[config.mk]
export PLATFORM = sky130hd
export DESIGN_NAME = cfg_capture_top
export DESIGN_NICKNAME = d
export VERILOG_FILES = /design/src/verilog/cfg_capture_pkg.sv /design/src/verilog/fifo_if.sv /design/src/verilog/sync_fifo.sv /design/src/verilog/response_filter.sv /design/src/verilog/config_sequencer.sv /design/src/verilog/cfg_capture_top.sv
export VERILOG_INCLUDE_DIRS = /design/src /design/src/verilog
export SDC_FILE = /design/constraint.sdc
export NUM_CORES = 1
export LEC_CHECK = 0
export ABC_AREA = 0
export BUFFER_PORTS_ARGS = -buffer_cell sky130_fd_sc_hd__buf_2
export CAP_MARGIN = 20
export CORE_AREA = 2 2 224 226
export CTS_CLUSTER_DIAMETER = 30
export CTS_CLUSTER_SIZE = 25
export DETAILED_ROUTE_END_ITERATION = 10
export DIE_AREA = 0 0 226 228
export GPL_TIMING_DRIVEN = 0
export HOLD_SLACK_MARGIN = 0.02
export PLACE_DENSITY = 0.68
export SYNTH_ARGS = -nofsm -noshare
export SYNTH_HDL_FRONTEND = slang
export SYNTH_SLANG_ARGS = --single-unit
[constraint.sdc]
create_clock -name ap_clk -period 5.4 [get_ports ap_clk]
set_clock_uncertainty 0.1 [all_clocks]
set_input_delay 0.27 -clock ap_clk [delete_from_list [all_inputs] [get_ports ap_clk]]
set_output_delay 0.27 -clock ap_clk [all_outputs]
set_load 0.05 [all_outputs]
[src/verilog/cfg_capture_params.svh]
// widths, FIFO depths and the sequence window of the configuration capture unit
`ifndef CFG_CAPTURE_PARAMS_SVH
`define CFG_CAPTURE_PARAMS_SVH

// ----------------------------------------
// response word fields
// ----------------------------------------
`define CFG_DATA_W      32
`define CFG_OFFSET_W    16
`define CFG_SHIFT_W     4

// hop count sits in the low data bits
`define CFG_HOPS_W      8

// ----------------------------------------
// sequence window of this engine
// ----------------------------------------
`define CFG_SEQ_BASE    16
`define CFG_SEQ_LEN     8

// ----------------------------------------
// FIFO sizing, shared by both queues
// ----------------------------------------
`define CFG_FIFO_DEPTH  16
`define CFG_PROG_THRESH 8

`endif

[src/verilog/cfg_capture_pkg.sv]
// buffer class enum and stored response word struct
`include "cfg_capture_params.svh"

package cfg_capture_pkg;

    // ----------------------------------------
    // buffer classes on the response bus
    // ----------------------------------------
    typedef enum logic [1:0] {
        STRUCT_INVALID      = 2'd0,
        STRUCT_CU_SETUP     = 2'd1,
        STRUCT_ENGINE_SETUP = 2'd2,
        STRUCT_KERNEL_DATA  = 2'd3
    } buffer_class_e;

    // ----------------------------------------
    // word kept in the response FIFO
    // ----------------------------------------
    // class, shift and raw offset are dropped after the filter,
    // only the resolved sequence number travels on
    typedef struct packed {
        logic [`CFG_OFFSET_W-1:0] seq;
        logic [`CFG_DATA_W-1:0]   data;
    } resp_word_t;

    localparam int RESP_WORD_W = $bits(resp_word_t);

endpackage

[src/verilog/fifo_if.sv]
// FIFO interface with writer, reader and storage modports
`timescale 1ns/1ps

interface fifo_if #(
    parameter int WIDTH = 8
);

    // writer side
    logic             wr_en;
    logic [WIDTH-1:0] din;

    // reader side
    logic             rd_en;

    // driven by the storage
    logic             full;
    logic             prog_full;
    logic             empty;
    logic [WIDTH-1:0] dout;
    logic             valid;

    modport writer (
        output wr_en, din,
        input  full, prog_full
    );

    modport reader (
        output rd_en,
        input  empty, dout, valid
    );

    modport storage (
        input  wr_en, din, rd_en,
        output full, prog_full, empty, dout, valid
    );

endinterface

[src/verilog/sync_fifo.sv]
// synchronous register-array FIFO with prog_full and registered read valid
`timescale 1ns/1ps

module sync_fifo #(
    parameter int WIDTH       = 8,
    parameter int DEPTH       = 16,
    parameter int PROG_THRESH = 8
) (
    input logic       ap_clk,
    input logic       rst_n,
    fifo_if.storage   port
);

    localparam int PTR_W = $clog2(DEPTH);
    localparam int CNT_W = $clog2(DEPTH + 1);

    logic [WIDTH-1:0] mem [DEPTH];
    logic [PTR_W-1:0] wr_ptr;
    logic [PTR_W-1:0] rd_ptr;
    logic [CNT_W-1:0] count;
    logic             do_wr;
    logic             do_rd;

    // ----------------------------------------
    // status flags
    // ----------------------------------------
    assign port.full      = (count == CNT_W'(DEPTH));
    assign port.empty     = (count == '0);
    assign port.prog_full = (count >= CNT_W'(PROG_THRESH));

    // overflow and underflow requests are dropped here
    assign do_wr = port.wr_en && !port.full;
    assign do_rd = port.rd_en && !port.empty;

    // ----------------------------------------
    // pointers, fill count and read valid
    // ----------------------------------------
    always_ff @(posedge ap_clk or negedge rst_n) begin
        if (!rst_n) begin
            wr_ptr     <= '0;
            rd_ptr     <= '0;
            count      <= '0;
            port.valid <= 1'b0;
        end else begin
            port.valid <= do_rd;
            if (do_wr) begin
                wr_ptr <= (wr_ptr == PTR_W'(DEPTH - 1)) ? '0 : wr_ptr + 1'b1;
            end
            if (do_rd) begin
                rd_ptr <= (rd_ptr == PTR_W'(DEPTH - 1)) ? '0 : rd_ptr + 1'b1;
            end
            case ({do_wr, do_rd})
                2'b10:   count <= count + 1'b1;
                2'b01:   count <= count - 1'b1;
                default: count <= count;
            endcase
        end
    end

    // ----------------------------------------
    // storage and registered read data
    // ----------------------------------------
    always_ff @(posedge ap_clk) begin
        if (do_wr) begin
            mem[wr_ptr] <= port.din;
        end
        // dout holds the popped entry while valid is high
        if (do_rd) begin
            port.dout <= mem[rd_ptr];
        end
    end

endmodule

[src/verilog/response_filter.sv]
// input register, sequence number and class/window filter for the response FIFO
`timescale 1ns/1ps
`include "cfg_capture_params.svh"

module response_filter
    import cfg_capture_pkg::*;
(
    input logic                     ap_clk,
    input logic                     rst_n,
    input logic                     in_valid,
    input buffer_class_e            in_class,
    input logic [`CFG_OFFSET_W-1:0] in_offset,
    input logic [`CFG_SHIFT_W-1:0]  in_shift,
    input logic [`CFG_DATA_W-1:0]   in_data,
    fifo_if.writer                  push
);

    localparam int OFFSET_W = `CFG_OFFSET_W;
    localparam logic [OFFSET_W-1:0] SEQ_LO = OFFSET_W'(`CFG_SEQ_BASE);
    localparam logic [OFFSET_W-1:0] SEQ_HI = OFFSET_W'(`CFG_SEQ_BASE + `CFG_SEQ_LEN);

    logic                     valid_q;
    buffer_class_e            class_q;
    logic [`CFG_OFFSET_W-1:0] offset_q;
    logic [`CFG_SHIFT_W-1:0]  shift_q;
    logic [`CFG_DATA_W-1:0]   data_q;
    logic [`CFG_OFFSET_W-1:0] seq_num;
    logic                     class_ok;
    logic                     window_ok;
    resp_word_t               word;

    // ----------------------------------------
    // input register
    // ----------------------------------------
    always_ff @(posedge ap_clk or negedge rst_n) begin
        if (!rst_n) begin
            valid_q <= 1'b0;
        end else begin
            valid_q <= in_valid;
        end
    end

    always_ff @(posedge ap_clk) begin
        class_q  <= in_class;
        offset_q <= in_offset;
        shift_q  <= in_shift;
        data_q   <= in_data;
    end

    // ----------------------------------------
    // filter
    // ----------------------------------------
    assign seq_num   = offset_q >> shift_q;
    assign class_ok  = (class_q == STRUCT_CU_SETUP) || (class_q == STRUCT_ENGINE_SETUP);
    // half-open window [base, base + len)
    assign window_ok = (seq_num >= SEQ_LO) && (seq_num < SEQ_HI);

    assign word.seq  = seq_num;
    assign word.data = data_q;

    assign push.wr_en = valid_q && class_ok && window_ok;
    assign push.din   = word;

endmodule

[src/verilog/config_sequencer.sv]
// pop control, one-hot sequence tracker, hop capture and record emission
`timescale 1ns/1ps
`include "cfg_capture_params.svh"

module config_sequencer
    import cfg_capture_pkg::*;
(
    input logic     ap_clk,
    input logic     rst_n,
    fifo_if.reader  words,
    fifo_if.writer  records
);

    localparam int OFFSET_W = `CFG_OFFSET_W;
    localparam int LEN      = `CFG_SEQ_LEN;
    localparam logic [OFFSET_W-1:0] SEQ_BASE = OFFSET_W'(`CFG_SEQ_BASE);

    resp_word_t             word;
    logic                   is_base;
    logic                   last;
    logic [LEN-1:0]         tracker;
    logic                   emit;
    logic [`CFG_HOPS_W-1:0] hops_q;
    logic [`CFG_HOPS_W-1:0] rec_hops;

    // ----------------------------------------
    // pop control
    // ----------------------------------------
    // hold off while the output queue fills up or a record is on its way out
    assign words.rd_en = !words.empty && !records.prog_full && !emit;

    assign word    = words.dout;
    assign is_base = (word.seq == SEQ_BASE);
    assign last    = tracker[LEN-1];

    // ----------------------------------------
    // one-hot tracker and emit flag
    // ----------------------------------------
    always_ff @(posedge ap_clk or negedge rst_n) begin
        if (!rst_n) begin
            tracker <= '0;
            emit    <= 1'b0;
        end else begin
            emit <= last;
            if (words.valid && is_base) begin
                // restart, also in the middle of a sequence
                tracker <= LEN'(1);
            end else if (words.valid) begin
                // idle tracker stays zero, so stray words drop out here
                tracker <= tracker << 1;
            end else if (last) begin
                tracker <= '0;
            end
        end
    end

    // ----------------------------------------
    // hop capture and record register
    // ----------------------------------------
    always_ff @(posedge ap_clk) begin
        if (words.valid && is_base) begin
            hops_q <= word.data[`CFG_HOPS_W-1:0];
        end
        // snapshot so a base word arriving with the emit cannot corrupt the record
        if (last) begin
            rec_hops <= hops_q;
        end
    end

    assign records.wr_en = emit;
    assign records.din   = rec_hops;

endmodule

[src/verilog/cfg_capture_top.sv]
// configuration capture top level: filter, response FIFO, sequencer, output FIFO
`timescale 1ns/1ps
`include "cfg_capture_params.svh"

module cfg_capture_top
    import cfg_capture_pkg::*;
(
    input  logic                     ap_clk,
    input  logic                     rst_n,
    input  logic                     resp_valid,
    input  buffer_class_e            resp_class,
    input  logic [`CFG_OFFSET_W-1:0] resp_offset,
    input  logic [`CFG_SHIFT_W-1:0]  resp_shift,
    input  logic [`CFG_DATA_W-1:0]   resp_data,
    input  logic                     cfg_rd_en,
    output logic                     resp_prog_full,
    output logic                     cfg_valid,
    output logic [`CFG_HOPS_W-1:0]   cfg_hops
);

    fifo_if #(.WIDTH(RESP_WORD_W)) resp_q ();
    fifo_if #(.WIDTH(`CFG_HOPS_W)) cfg_q ();

    // ----------------------------------------
    // response path
    // ----------------------------------------
    response_filter u_filter (
        .ap_clk    (ap_clk),
        .rst_n     (rst_n),
        .in_valid  (resp_valid),
        .in_class  (resp_class),
        .in_offset (resp_offset),
        .in_shift  (resp_shift),
        .in_data   (resp_data),
        .push      (resp_q.writer)
    );

    sync_fifo #(
        .WIDTH       (RESP_WORD_W),
        .DEPTH       (`CFG_FIFO_DEPTH),
        .PROG_THRESH (`CFG_PROG_THRESH)
    ) u_resp_fifo (
        .ap_clk (ap_clk),
        .rst_n  (rst_n),
        .port   (resp_q.storage)
    );

    // ----------------------------------------
    // sequencing and record queue
    // ----------------------------------------
    config_sequencer u_sequencer (
        .ap_clk  (ap_clk),
        .rst_n   (rst_n),
        .words   (resp_q.reader),
        .records (cfg_q.writer)
    );

    sync_fifo #(
        .WIDTH       (`CFG_HOPS_W),
        .DEPTH       (`CFG_FIFO_DEPTH),
        .PROG_THRESH (`CFG_PROG_THRESH)
    ) u_cfg_fifo (
        .ap_clk (ap_clk),
        .rst_n  (rst_n),
        .port   (cfg_q.storage)
    );

    // consumer side of the record queue
    assign cfg_q.rd_en    = cfg_rd_en;
    assign cfg_valid      = cfg_q.valid;
    assign cfg_hops       = cfg_q.dout;
    // lets the source throttle itself
    assign resp_prog_full = resp_q.prog_full;

endmodule

==> flow_metrics.env <==
export IMPL_drv_cap=0
export IMPL_dr_max_layer_used="met4"
export IMPL_powerDensity_nw_per_um2=538
export IMPL_place_gp_congestion=0.842
export IMPL_leakagePower_nw=10.3
export IMPL_antenna_found_initial=0
export IMPL_synth_adder_area_share=0.0109
export IMPL_start_util=0.494
export IMPL_p_comb_frac=0.207
export IMPL_synth_compound_area_frac=0.0289
export IMPL_regArea_um2=18400
export IMPL_pwr_share_seq=0.356
export IMPL_slew_headroom=0.286
export IMPL_critPathLaunchType="register"
export IMPL_finalWirelength_mm=52.7
export IMPL_vdd_ir_drop_worst_uv=366
export IMPL_critPathArrivalTime_ns=4.61
export IMPL_synth_edf_count=560
export IMPL_io_pins=68
export IMPL_netlist_area_leader_share=0.689
export IMPL_yosys_area_share_simple=0.0302
export IMPL_overflow=0
export IMPL_wl_met3_mm=2.52
export IMPL_synth_area_leaders="edfxtp_1, mux4_2, dfrtp_1"
export IMPL_areaGrowthSynthToFinish_pct=23.5
export IMPL_crit_required_ns=5.83
export IMPL_coreArea_um2=49300
export IMPL_track_usage=0.211
export IMPL_met1_length_mm=21.1
export IMPL_nets=1505
export IMPL_synth_most_common_cell="edfxtp_1"
export IMPL_slew_viol_final=0
export IMPL_ys_seq_elements=628
export IMPL_yosysUniqueCellTypes=61
export IMPL_cts_tree="yes"
export IMPL_n_fill_cell=3468
export IMPL_yosysSeqAreaShare=0.753
export IMPL_clk_pin_slew_worst_paths_ns=0.05
export IMPL_drive_gt1_frac=0.299
export IMPL_grt_first_pass_wirelength_mm=79.5
export IMPL_period_needed_ns=4.18
export IMPL_portBuffers=43
export IMPL_endpoint_kind="register"
export IMPL_cp_max_fo=17
export IMPL_htree_levels=3
export IMPL_ant_nets=0
export IMPL_ctsRootBufferMaster="clkbuf_16"
export IMPL_fin_crit_sh=0.774
export IMPL_dr_total_vias=12400
export IMPL_antennaDiodeCount=0
export IMPL_synthesis_nets=1284
export IMPL_setup_viol=0
export IMPL_fmax_mhz=239
export IMPL_fp_dieW_um=226
export IMPL_dp_hpwl_mm=30.7
export IMPL_netlist_top_cells_count="edfxtp_1, mux4_2, mux2i_1, nand2_1"
export IMPL_vias_per_cell=5.64
export IMPL_rsz0062_at_grt="false"
export IMPL_synthMuxAreaShare=0.158
export IMPL_final_util=0.610
export IMPL_synth_flop_cell="edfxtp_1"
export IMPL_die_h_um=228
export IMPL_drtIter0Drc=1138
export IMPL_met2_length_mm=27.6
export IMPL_grt_pass1_vias=12900
export IMPL_tns_ns=0
export IMPL_p_int_mw=11.9
export IMPL_ys_warn_count=0
export IMPL_tightest_slew_ns=1.07
export IMPL_cts_buffers=111
export IMPL_post_cts_buffers=0
export IMPL_drcViolationCount=0
export IMPL_synth_top_family_by_area="multiplexers"
export IMPL_grt_max_degree=39
export IMPL_power_frac_clock=0.437
export IMPL_clock_sinks=628
export IMPL_hold_viol=0
export IMPL_drt_first_pass_iters=5
export IMPL_synth_area_per_cell_um2=20.2
export IMPL_crit_type="register to register"
export IMPL_power_switching_mw=4.28
export IMPL_postSynthCellCount=1206
export IMPL_ys_async_sr_fraction=0.0605
export IMPL_cts_resized=0
export IMPL_yosysTopAreaCell="edfxtp_1"
export IMPL_multiInputGateArea_um2=5760
export IMPL_dieArea_um2=51500
export IMPL_clk_latency_ns=0.65
export IMPL_clk_path_buf_depth=3
export IMPL_wl_per_cell_um=24.1
export IMPL_std_cell_rows=82
export IMPL_p_sw_frac=0.264
export IMPL_worstHoldPathType="primary input to register"
export IMPL_status="completed"
export IMPL_synth_area_um2=24400
export IMPL_synthXorXnorAreaFrac=0.00538
## per-layer routing
metal	vias up	track usage
li1	5412	-
met1	6458	0.268
met2	399	0.358
met3	98	0.0439
met4	0	0.0770
met5	-	0
## worst max-delay path: stages (launching register included)
cell,delay [ns]
dfxtp_1,0.44
buf_6,0.19
mux2i_1,0.18
mux4_2,0.54
o22ai_2,0.62
nor3b_2,0.18
and3_4,0.22
inv_2,0.21
ha_1,0.29
inv_1,0.10
fa_1,0.40
inv_1,0.07
a21o_1,0.11
a21oi_1,0.07
xnor2_1,0.13
nor2_1,0.06
xor2_1,0.15
## worst paths after layout
| kind | slack, ns | to | start | depth (start not counted) |
|---|---|---|---|---|
| max | 1.22 | u_resp_fifo.count[4] | u_filter.shift_q[1] | 16 |
| min | 0.16 | u_filter.data_q[2] | resp_data[2] | 2 |
| max reg2reg | 1.22 | u_resp_fifo.count[4] | u_filter.shift_q[1] | 16 |
| min reg2reg | 0.31 | u_sequencer.records.din[1] | u_sequencer.hops_q[1] | 0 |
| max in group asynchronous | 4.28 | u_sequencer.tracker[3] | rst_n | 4 |
| min in group asynchronous | 0.45 | u_cfg_fifo.port.valid | rst_n | 3 |
## registers in the layout (all words and copies together), names as in the netlist, 5 cells and up
| signal | count |
|---|---|
| u_sequencer.records.din | 8 |
| u_cfg_fifo.port.dout | 8 |
| u_sequencer.tracker | 8 |
| u_cfg_fifo.mem | 128 |
| u_filter.offset_q | 16 |
| u_resp_fifo.port.dout | 24 |
| u_cfg_fifo.count | 5 |
| u_sequencer.hops_q | 8 |
| u_resp_fifo.mem | 384 |
| u_resp_fifo.count | 5 |
| u_filter.data_q | 8 |
## power by group through the flow
stage,clock (mW),sequential (mW),combinational (mW)
floorplan,0,5.93,2.27
global placement,0,5.86,3.19
detailed placement,0,5.86,3.31
CTS,7.16,5.78,3.38
global route,7.39,5.80,3.57
finish,7.08,5.77,3.35
## final cells by class
cell class / instances / area share
Buffer: 62 / 0.00885
Clock inverter: 70 / 0.0304
Multi-Input combinational cell: 493 / 0.191
Sequential cell: 628 / 0.610
Tap cell: 672 / 0.0279
Inverter: 23 / 0.00287
Timing Repair Buffer: 108 / 0.0306
Clock buffer: 137 / 0.0985
## logic make-up (layout without fill, tap and decap cells)
group                      Yosys count  in the layout
DFF                                628            628
muxes                              203            203
and+or+nand+nor                    149            149
AOI/OAI and AO/OA                  106            106
buffers and inverters               85            400
adders and majority gates           20             20
xor gates and xnor gates            15             15
## per-stage QoR
stage / worst slack [ns] / instance area, um^2 / cells / total power, mW / hold WS, ns
final: 1.22 / 30100 / 2193 / 16.2 / 0.156
after global placement: -1.61 / 25500 / 1921 / 9.05 / 0.272
after floorplan: 1.09 / 24400 / 1206 / 8.20 / -0.126
after detailed placement: 0.922 / 25800 / 1943 / 9.17 / 0.274
after CTS: 0.915 / 30000 / 2183 / 16.3 / 0.116
after global routing: 0.923 / 30100 / 2193 / 16.8 / 0.129
## cells in the final DEF, fill, tap and decap left out, types with 18 or more instances in the layout
cell type,n
edfxtp_1,560
mux4_2,143
clkbuf_16,113
buf_2,55
clkbuf_1,51
mux2i_1,42
nand2_1,40
dfrtp_1,38
o21ai_0,36
nor2_1,34
dlygate4sd3_1,34
dfxtp_1,30
inv_1,21
a21oi_1,20
ha_1,18
bufinv_16,18
## timing repair
action,4_1_cts,5_1_grt
endpoints found under the hold margin,71,5
hold buffers,33,1
endpoints found under the setup margin,0,0
(Power assumes the default switching activity.)
